`config.mk`:
```
export PLATFORM = sky130hd
export DESIGN_NAME = rv_core_top
export DESIGN_NICKNAME = d
export VERILOG_FILES = /design/src/verilog/rv_isa_pkg.sv /design/src/verilog/rv_pipe_pkg.sv /design/src/verilog/instr_decode.sv /design/src/verilog/operand_fetch.sv /design/src/verilog/reg_bank.sv /design/src/verilog/execute_unit.sv /design/src/verilog/rv_core_top.sv
export SDC_FILE = /design/constraint.sdc
export NUM_CORES = 2
export LEC_CHECK = 0
export CAP_MARGIN = 20
export CORE_ASPECT_RATIO = 1.25
export CORE_MARGIN = 2
export CORE_UTILIZATION = 25
export CTS_CLUSTER_SIZE = 25
export DETAILED_ROUTE_END_ITERATION = 16
export DONT_BUFFER_PORTS = 1
export SLEW_MARGIN = 40
export SYNTH_ARGS = -nofsm -noshare
export SYNTH_HDL_FRONTEND = slang
export SYNTH_HIERARCHICAL = 1
export SYNTH_SLANG_ARGS = --single-unit
```
`constraint.sdc`:
```
create_clock -name clk -period 5.43 [get_ports clk]
set_input_delay 1.086 -clock clk [delete_from_list [all_inputs] [get_ports clk]]
set_output_delay 1.086 -clock clk [all_outputs]
set_load 0.1 [all_outputs]
```
`src/verilog/rv_isa_pkg.sv`:
```
package rv_isa_pkg;

    // Instruction formats in the supported subset
    typedef enum logic [2:0] {
        R_type,
        I_type,
        U_type,
        J_type,
        NONE_type                                       // No register operands at all
    } fmt_e;

    // Operation inside the selected unit
    typedef enum logic [2:0] {
        OP_ADD,
        OP_SUB,
        OP_AND,
        OP_OR,
        OP_XOR,
        OP_SLT,                                         // Signed compare
        OP_PASSB,                                       // Result is operand b
        OP_NOP
    } op_e;

    // Execution unit, bypass never writes back
    typedef enum logic [1:0] {
        alu,
        link,                                           // Result is the next PC
        bypass                                          // Bubble or NOP
    } xu_e;

    localparam logic [6:0] OPC_OP    = 7'b0110011;      // Register-register ALU
    localparam logic [6:0] OPC_OPIMM = 7'b0010011;      // Register-immediate ALU
    localparam logic [6:0] OPC_LUI   = 7'b0110111;
    localparam logic [6:0] OPC_AUIPC = 7'b0010111;
    localparam logic [6:0] OPC_JAL   = 7'b1101111;

    localparam logic [2:0] F3_ADD = 3'b000;             // Also SUB with F7_SUB
    localparam logic [2:0] F3_SLT = 3'b010;
    localparam logic [2:0] F3_XOR = 3'b100;
    localparam logic [2:0] F3_OR  = 3'b110;
    localparam logic [2:0] F3_AND = 3'b111;

    localparam logic [6:0] F7_BASE = 7'b0000000;
    localparam logic [6:0] F7_SUB  = 7'b0100000;

    // Low bit of each instruction field
    localparam int OPC_LSB = 0;                         // 7 bits
    localparam int RD_LSB  = 7;                         // 5 bits
    localparam int F3_LSB  = 12;                        // 3 bits
    localparam int RS1_LSB = 15;                        // 5 bits
    localparam int RS2_LSB = 20;                        // 5 bits
    localparam int F7_LSB  = 25;                        // 7 bits

endpackage

```
`src/verilog/rv_pipe_pkg.sv`:
```
package rv_pipe_pkg;

    import rv_isa_pkg::*;

    // One lock entry per stage between issue and register write
    localparam int LOCK_DEPTH = 2;

    // Instruction as presented by the source, 69 bits
    typedef struct packed {
        logic        valid;
        logic [31:0] instruction;
        logic [31:0] npc;                               // Address of the next instruction
        logic [3:0]  tag;
    } fetch_t;

    // Decoded instruction
    typedef struct packed {
        logic        valid;
        logic [31:0] instruction;                       // rd cleared for NOPs
        logic [31:0] npc;
        logic [3:0]  tag;
        fmt_e        fmt;
        op_e         op;
        xu_e         xu;
    } dec_t;

    // Operands and control issued to execute
    typedef struct packed {
        logic [31:0] opa;
        logic [31:0] opb;
        op_e         op;
        xu_e         xu;
        logic [4:0]  rd;
        logic [3:0]  tag;
    } exop_t;

    // Writeback to the register bank, 42 bits
    typedef struct packed {
        logic        we;
        logic [4:0]  rd;
        logic [31:0] data;
        logic [3:0]  tag;
    } wb_t;

    localparam exop_t EXOP_NOP = '{opa: '0, opb: '0, op: OP_NOP, xu: bypass, rd: '0, tag: '0};

endpackage

```
`src/verilog/instr_decode.sv`:
```
module instr_decode import rv_isa_pkg::*, rv_pipe_pkg::*; (
    input  fetch_t fetch,
    output dec_t   dec
);

    logic [6:0] opcode;
    logic [2:0] funct3;
    logic [6:0] funct7;
    fmt_e       fmt;
    op_e        op;
    xu_e        xu;

    assign opcode = fetch.instruction[OPC_LSB +: 7];
    assign funct3 = fetch.instruction[F3_LSB +: 3];
    assign funct7 = fetch.instruction[F7_LSB +: 7];

    always_comb begin
        fmt = NONE_type;                                // Default is a NOP
        op  = OP_NOP;
        xu  = bypass;
        if (fetch.valid) begin
            case (opcode)
                OPC_OP: begin
                    if (funct7 == F7_BASE) begin
                        case (funct3)
                            F3_ADD:  op = OP_ADD;
                            F3_SLT:  op = OP_SLT;
                            F3_XOR:  op = OP_XOR;
                            F3_OR:   op = OP_OR;
                            F3_AND:  op = OP_AND;
                            default: op = OP_NOP;       // Shifts and SLTU left out
                        endcase
                    end else if (funct7 == F7_SUB && funct3 == F3_ADD) begin
                        op = OP_SUB;
                    end
                    if (op != OP_NOP) begin
                        fmt = R_type;
                        xu  = alu;
                    end
                end
                OPC_OPIMM: begin
                    case (funct3)
                        F3_ADD:  op = OP_ADD;
                        F3_XOR:  op = OP_XOR;
                        F3_OR:   op = OP_OR;
                        F3_AND:  op = OP_AND;
                        default: op = OP_NOP;           // No SLTI or shift immediates
                    endcase
                    if (op != OP_NOP) begin
                        fmt = I_type;
                        xu  = alu;
                    end
                end
                OPC_LUI: begin
                    fmt = U_type;
                    op  = OP_PASSB;                     // Immediate straight through
                    xu  = alu;
                end
                OPC_AUIPC: begin
                    fmt = U_type;
                    op  = OP_ADD;                       // npc plus immediate
                    xu  = alu;
                end
                OPC_JAL: begin
                    fmt = J_type;
                    op  = OP_NOP;                       // Link unit ignores op
                    xu  = link;
                end
                default: ;                              // Unsupported opcode stays a NOP
            endcase
        end
    end

    always_comb begin
        dec.valid       = fetch.valid;
        dec.instruction = fetch.instruction;
        dec.npc         = fetch.npc;
        dec.tag         = fetch.tag;
        dec.fmt         = fmt;
        dec.op          = op;
        dec.xu          = xu;
        if (xu == bypass)
            dec.instruction[RD_LSB +: 5] = '0;          // A NOP targets x0 and locks nothing
    end

endmodule

```
`src/verilog/operand_fetch.sv`:
```
module operand_fetch import rv_isa_pkg::*, rv_pipe_pkg::*; (
    input  logic        clk,
    input  logic        reset,
    input  dec_t        dec,
    input  logic [31:0] rs1_data,
    input  logic [31:0] rs2_data,
    output logic [4:0]  rs1_addr,
    output logic [4:0]  rs2_addr,
    output exop_t       ex_in,
    output logic        ready                           // Low while a bubble is issued
);

    logic [4:0]  rd;
    logic [31:0] imm;
    logic [31:0] opa;
    logic [31:0] opb;
    logic        use_rs1;
    logic        use_rs2;
    logic [31:0] rd_mask;                               // One-hot destination
    logic [31:0] push_mask;
    logic [31:0] locked;                                // Registers with a pending write
    logic [31:0] lock_queue [LOCK_DEPTH];

    assign rs1_addr = dec.instruction[RS1_LSB +: 5];    // Straight to the register bank
    assign rs2_addr = dec.instruction[RS2_LSB +: 5];
    assign rd       = dec.instruction[RD_LSB +: 5];

    always_comb begin
        case (dec.fmt)
            I_type:  imm = {{20{dec.instruction[31]}}, dec.instruction[31:20]};
            U_type:  imm = {dec.instruction[31:12], 12'b0};
            J_type:  imm = {{12{dec.instruction[31]}}, dec.instruction[19:12],
                            dec.instruction[20], dec.instruction[30:21], 1'b0};
            default: imm = '0;                          // R and NONE carry no immediate
        endcase
    end

    assign opa = (dec.fmt == U_type || dec.fmt == J_type) ? dec.npc : rs1_data;
    assign opb = (dec.fmt == R_type) ? rs2_data : imm;

    // Only sources the format really reads may stall
    assign use_rs1 = (dec.fmt == R_type) || (dec.fmt == I_type);
    assign use_rs2 = (dec.fmt == R_type);

    always_comb begin
        rd_mask = '0;
        if (dec.xu != bypass)
            rd_mask[rd] = 1'b1;
        rd_mask[0] = 1'b0;                              // x0 is never pending
    end

    assign push_mask = ready ? rd_mask : '0;            // A bubble pushes an empty mask

    always_comb begin
        locked = '0;
        for (int k = 0; k < LOCK_DEPTH; k++)
            locked = locked | lock_queue[k];
    end

    assign ready = !((use_rs1 && locked[rs1_addr]) || (use_rs2 && locked[rs2_addr]));

    // Entry 0 tracks execute, the last entry tracks writeback
    always_ff @(posedge clk or negedge reset) begin
        if (!reset) begin
            for (int k = 0; k < LOCK_DEPTH; k++)
                lock_queue[k] <= '0;                    // Nothing locked after reset
        end else begin
            lock_queue[0] <= push_mask;
            for (int k = 1; k < LOCK_DEPTH; k++)
                lock_queue[k] <= lock_queue[k-1];       // Shift one stage per cycle
        end
    end

    always_ff @(posedge clk or negedge reset) begin
        if (!reset) begin
            ex_in <= EXOP_NOP;
        end else if (!ready) begin
            ex_in <= EXOP_NOP;                          // Bubble turns into a NOP
        end else begin
            ex_in.opa <= opa;
            ex_in.opb <= opb;
            ex_in.op  <= dec.op;
            ex_in.xu  <= dec.xu;
            ex_in.rd  <= rd;
            ex_in.tag <= dec.tag;
        end
    end

    for (genvar g = 0; g < LOCK_DEPTH; g++) begin : g_x0_chk
        a_x0_free: assert property (@(posedge clk) disable iff (!reset)
            lock_queue[g][0] == 1'b0);                  // x0 never enters the queue
    end

    a_bubble_nop: assert property (@(posedge clk) disable iff (!reset)
        !ready |=> ex_in.xu == bypass);

endmodule

```
`src/verilog/reg_bank.sv`:
```
module reg_bank import rv_pipe_pkg::*; (
    input  logic        clk,
    input  logic        reset,
    input  logic [4:0]  rs1_addr,
    input  logic [4:0]  rs2_addr,
    output logic [31:0] rs1_data,
    output logic [31:0] rs2_data,
    input  wb_t         wb
);

    logic [31:0] regs [32];

    always_ff @(posedge clk or negedge reset) begin
        if (!reset) begin
            for (int k = 0; k < 32; k++)
                regs[k] <= '0;
        end else if (wb.we && wb.rd != '0) begin       // x0 stays zero
            regs[wb.rd] <= wb.data;
        end
    end

    // No write-to-read bypass, the lock queue covers the write cycle
    assign rs1_data = (rs1_addr == '0) ? '0 : regs[rs1_addr];
    assign rs2_data = (rs2_addr == '0) ? '0 : regs[rs2_addr];

endmodule

```
`src/verilog/execute_unit.sv`:
```
module execute_unit import rv_isa_pkg::*, rv_pipe_pkg::*; (
    input  logic  clk,
    input  logic  reset,
    input  exop_t ex_in,
    output wb_t   wb
);

    logic [31:0] result;
    logic        lt;                                    // Signed a < b

    assign lt = $signed(ex_in.opa) < $signed(ex_in.opb);

    always_comb begin
        case (ex_in.op)
            OP_ADD:   result = ex_in.opa + ex_in.opb;
            OP_SUB:   result = ex_in.opa - ex_in.opb;
            OP_AND:   result = ex_in.opa & ex_in.opb;
            OP_OR:    result = ex_in.opa | ex_in.opb;
            OP_XOR:   result = ex_in.opa ^ ex_in.opb;
            OP_SLT:   result = {31'b0, lt};
            OP_PASSB: result = ex_in.opb;               // LUI
            default:  result = '0;
        endcase
        if (ex_in.xu == link)
            result = ex_in.opa;                         // JAL writes npc
    end

    always_ff @(posedge clk or negedge reset) begin
        if (!reset) begin
            wb <= '0;                                   // No write pending
        end else begin
            wb.we   <= (ex_in.xu != bypass) && (ex_in.rd != '0);
            wb.rd   <= ex_in.rd;
            wb.data <= result;
            wb.tag  <= ex_in.tag;
        end
    end

    a_we_rd: assert property (@(posedge clk) disable iff (!reset)
        wb.we |-> wb.rd != '0);

endmodule

```
`src/verilog/rv_core_top.sv`:
```
module rv_core_top import rv_pipe_pkg::*; (
    input  logic   clk,
    input  logic   reset,
    input  fetch_t fetch,
    output logic   ready,                               // Source holds fetch while low
    output wb_t    wb
);

    dec_t        dec;
    exop_t       ex_in;
    logic [4:0]  rs1_addr;
    logic [4:0]  rs2_addr;
    logic [31:0] rs1_data;
    logic [31:0] rs2_data;

    instr_decode u_decode (
        .fetch (fetch),
        .dec   (dec)
    );

    operand_fetch u_opfetch (
        .clk      (clk),
        .reset    (reset),
        .dec      (dec),
        .rs1_data (rs1_data),
        .rs2_data (rs2_data),
        .rs1_addr (rs1_addr),
        .rs2_addr (rs2_addr),
        .ex_in    (ex_in),
        .ready    (ready)
    );

    execute_unit u_execute (
        .clk   (clk),
        .reset (reset),
        .ex_in (ex_in),
        .wb    (wb)                                     // Also the core's writeback port
    );

    reg_bank u_regs (
        .clk      (clk),
        .reset    (reset),
        .rs1_addr (rs1_addr),
        .rs2_addr (rs2_addr),
        .rs1_data (rs1_data),
        .rs2_data (rs2_data),
        .wb       (wb)
    );

endmodule

```
**Word-level counts from Yosys, hierarchy flattened**

Cells that the tools add are included.

- $add $sub $neg: 2
- Order comparisons: 9
- Eq/ne operators: 25
- Mux-type cells: 44
- Bitwise logic cells: 7
- Reduce and logical (&&, ||, !) cells: 20

Operator list:

| cell | number |
|---|---|
| $bwmux W1024 | 1 |
| $mux W32 | 12 |
| $bmux W32 S5 | 2 |
| $pmux W32 S7 | 1 |
| $demux W32 S5 | 1 |
| $pmux W32 S3 | 1 |
| $mux W78 | 1 |
| $or A32 B32 Y32 | 2 |
| $pmux W3 S4 | 3 |
| $add A32 B32 Y32 | 1 |
| $and A32 B32 Y32 | 1 |
| $lt A32 B32 Y1 | 1 |
| $sub A32 B32 Y32 | 1 |
| $xor A32 B32 Y32 | 1 |
| $mux W3 | 10 |
| $eq A7 B6 Y1 const B | 3 |
| $eq A3 B3 Y1 const B | 6 |
| $ge A6 B6 Y1 const B | 3 |
| $lt A5 B6 Y1 const B | 3 |
| $not A5 Y6 | 3 |
| $eq A3 B2 Y1 const B | 5 |
| $pmux W3 S5 | 1 |
| $eq A7 B5 Y1 const B | 2 |
| $bmux W1 S5 | 2 |
| other kinds (21) | 40 |

- Bits in registers: 1,208
- Output and inout bits: 43
- Logic and storage cells: 151

**Longest topological paths before layout**

- Depth in word-level cells: 18
- Depth in mapped cells: 14

**By module**

The synthesis kept the hierarchy.

Modules (own cells, without submodules):

| module | instances | cells an instance | area an instance (um^2) | sequential area each (um^2) |
|---|---|---|---|---|
| reg_bank | 1 | 3,539 | 54,024.3 | 25,624.6 |
| execute_unit | 1 | 991 | 7,123.1 | 1,051.0 |
| operand_fetch | 1 | 518 | 5,975.7 | 3,508.4 |
| instr_decode | 1 | 106 | 770.7 | 0.0 |

**Worst setup path before layout**

OpenSTA, ideal clock, no wires.

- Kind: input port to output port
- Start point: input fetch[62] (netlist bit)
- End point: output ready
- Data arrival time: 4,309 ps
- Required time: 4,344 ps
- Slack: 35 ps
- Stages on the path: 12
- Path buffers: 3
- Cells stage by stage: or4_4 -> or3_4 -> o2111a_2 -> or2_1 -> buf_4 -> nor3_1 -> nand2_1 -> a2111o_1 -> nand4_1 -> buf_2 -> buf_4 -> nor2_1

RTL lines:

| what | line | RTL |
|---|---|---|
| from (decl) | rv_core_top.sv:4 | `input fetch_t fetch,` |
| to (decl) | rv_core_top.sv:5 | `output logic ready,` |

**Worst setup path after layout**

- Start point: input fetch[62] (netlist bit)
- End point: output ready

- Word-level cells in the longest chain between the ends: 15
- Elaborated cells on any way between the ends: 18
- Those cells by class: 3 x eq/ne; 7 x mux; 8 x reduce/logical

Ends and longest elaborated chain:

| what | line | RTL |
|---|---|---|
| $eq A7 B6 Y1 | instr_decode.sv:33 | `end else if (funct7 == F7_SUB && funct3 == F3_ADD) begin` |
| $logic_and A1 B1 Y1 | instr_decode.sv:33 |  |
| $mux W3 | instr_decode.sv:33 |  |
| $mux W3 (*) | instr_decode.sv:24 | `if (funct7 == F7_BASE) begin` |
| $mux W3 (*) | instr_decode.sv:22 | `case (opcode)` |
| $mux W3 (*) | instr_decode.sv:21 | `if (fetch.valid) begin` |
| $ne A3 B3 Y1 (*) | instr_decode.sv:36 | `if (op != OP_NOP) begin` |
| $mux W3 (*) | instr_decode.sv:36 |  |
| $pmux W3 S4 (*) | instr_decode.sv:22 |  |
| $mux W3 (*) | instr_decode.sv:21 |  |
| $eq A3 B1 Y1 / $logic_not A3 Y1 (equally long branches) | operand_fetch.sv:42, operand_fetch.sv:43 |  |
| $logic_or A1 B1 Y1 | operand_fetch.sv:42 | `assign use_rs1 = (dec.fmt == R_type) \|\| (dec.fmt == I_type);` |
| $logic_and A1 B1 Y1 | operand_fetch.sv:60 | `assign ready = !((use_rs1 && locked[rs1_addr]) \|\| (use_rs2 && locked[rs2_addr]));` |
| $logic_or A1 B1 Y1 (*) | operand_fetch.sv:60 |  |
| $logic_not A1 Y1 (*) | operand_fetch.sv:60 |  |

Every way passes the cells marked *; elsewhere a longest branch is shown, timed or not. The select of a mux whose other input is x is not followed.

==> flow_metrics.tcl <==
set metrics [dict create \
    area_growth_pct 11.31 \
    internal_power_mw 14.14 \
    slew_headroom_pct 18.49 \
    die_h_um 586.4 \
    post-route-min-period_ns 4.975 \
    postSynthAreaPerCell_um2 13.18 \
    worstSetupEndpointType "output pin" \
    cts_buffers 113 \
    finish.utilization_pct 28.00 \
    synthCells 5146 \
    rows 213 \
    setup_slack_ns 0.4553 \
    synth_warnings 6 \
    fin_area_mm2 0.07551 \
    fin_crit_sh_pct 91.62 \
    regArea_mm2 0.03026 \
    nNetsFinal 5020 \
    synth_nets 5332 \
    required_ns 4.34 \
    worstSetupPathType "input port to output pin" \
    clock_path_buffers 3 \
    clk_latency_ns 0.77 \
    cts.sinks 1206 \
    grt_max_degree 339 \
    ir_worst_vdd_v 0.0002463 \
    cts_setup_buffers 0 \
    worstPathArrival_ns 3.89 \
    slew_violations 0 \
    n_fill_cell 27360 \
    power_leakage_nw 33.46 \
    dpl_worst_slack_ns 0.4719 \
    io_buffer_count 0 \
    fmax_ghz 0.2010 \
    die_width_um 469.9 \
    rsz0062_at_grt "false" \
    crit_path_max_fanout 6 \
    worst_pin_slew_ns 1.223 \
    placed_area_mm2 0.07124 \
    initial_core_util_pct 25.15 \
    clock_skew_ns 0.03086 \
    drive_above_1_share_pct 37.90 \
    place.gp.congestion 0.9266 \
    cts_tree "yes" \
    syn_area_mm2 0.06783 \
    via_count 46260 \
    stdcell_count 8489 \
    cts_root_buf "clkbuf_16" \
    r2r_cells 11 \
    setup_violations 0 \
    dieArea_mm2 0.2755 \
    routedWlPerCell_um 27.17 \
    post_cts_resized 0 \
    switching_power_mw 4.624 \
    io_pins 114 \
    drt_wl_total_um 230600 \
    combPwrFrac_pct 6.3 \
    ant_nets 0 \
    multiInputGateArea_mm2 0.03466 \
    final_cell_mix "1170 x dfrtp_1, 904 x mux2_2, 466 x mux4_2" \
    power_density_mw_per_mm2 248.5 \
    p_clk_share_pct 45.4 \
    cts.clk_slew.worst_paths_ns 0.07 \
    min_path_type "input port to async pin" \
    grt_pass1_wl_um 335900 \
    drt_pre_antenna_iters 5 \
    drcViolationCount 0 \
    hold_violations 0 \
    core-area_mm2 0.2697 \
    gr-usage-all-layers_pct 16.31 \
    setup_tns_ns 0 \
    netSwitchingFraction_pct 24.65 \
    via_per_inst 5.450 \
    mostFrequentLayoutCell "dfrtp_1" \
    finalPower_mw 18.76 \
    grt_pass1_vias 47840 \
    drv_cap 0 \
    holdBufCountCts 0 \
    overflow 0 \
    power_frac_seq_pct 48.2 \
    post-dp-hpwl_um 147100 \
    holdWs_ns 0.1933 \
    antenna_found_initial 16 \
    start_kind "input port" \
    drt_iter0_markers 4420 \
    htree_levels 3 \
    placed_cells 8257 \
    status "finished, final reports clean" \
]
-- layer usage --
| layer | up-vias | share of wire (%) | track usage [%] |
|---|---|---|---|
| met4 | 4 | 6.2 | 9.409 |
| met5 | - | 0.010 | 0 |
| li1 | 18970 | - | - |
| met3 | 658 | 7.1 | 2.760 |
| met1 | 24530 | 38 | 19.37 |
| met2 | 2103 | 49 | 27.86 |
-- power groups by stage --
stage	clock network [mW]	registers [mW]	logic, mW
after floorplan	0	9.21	0.791
after global placement	0	9.22	1.01
after detailed placement	0	9.22	1.02
after CTS	8.69	9.05	1.03
after global routing	9.01	9.05	1.27
final	8.53	9.05	1.19
-- worst max-delay path, stage by stage --
cell and delay (ns):
or4_4 0.59, or3_4 0.37, o2111a_2 0.32, or2_1 0.27, nor3_2 0.32, nand2_1 0.09, a2111o_1 0.35, nand4_1 0.16
nor2_2 0.13, buf_12 0.19
-- registers in the layout, indices dropped and copies added (netlist names) --
name	cells
u_opfetch/lock_queue	62
u_execute/wb	42
u_regs/regs	1024
u_opfetch/ex_in	78
-- worst paths after layout --
| path | from | to | slack (ns) |
|---|---|---|---|
| worst max register to register | u_opfetch/ex_in[48] | u_execute/wb[34] | 1.60 |
| max in group asynchronous | reset | u_regs/regs[362] | 3.48 |
| min in group clk | u_opfetch/ex_in[0] | u_execute/wb[0] | 0.35 |
| worst max-delay path | fetch[62] | ready | 0.46 |
| worst min register to register | u_opfetch/ex_in[0] | u_execute/wb[0] | 0.35 |
| worst min-delay path | reset | u_regs/regs[144] | 0.19 |
-- layout make-up --
type	instances	area share [%]
inverters	111	0.5518
clock inverters	59	0.9628
flip-flops and latches	1206	40.07
repair buffers	167	2.322
well taps	3547	5.878
diodes	10	0.03314
multi-input cells	3235	45.90
clock buffers	154	4.280
Power figures use the tool's default switching activity.
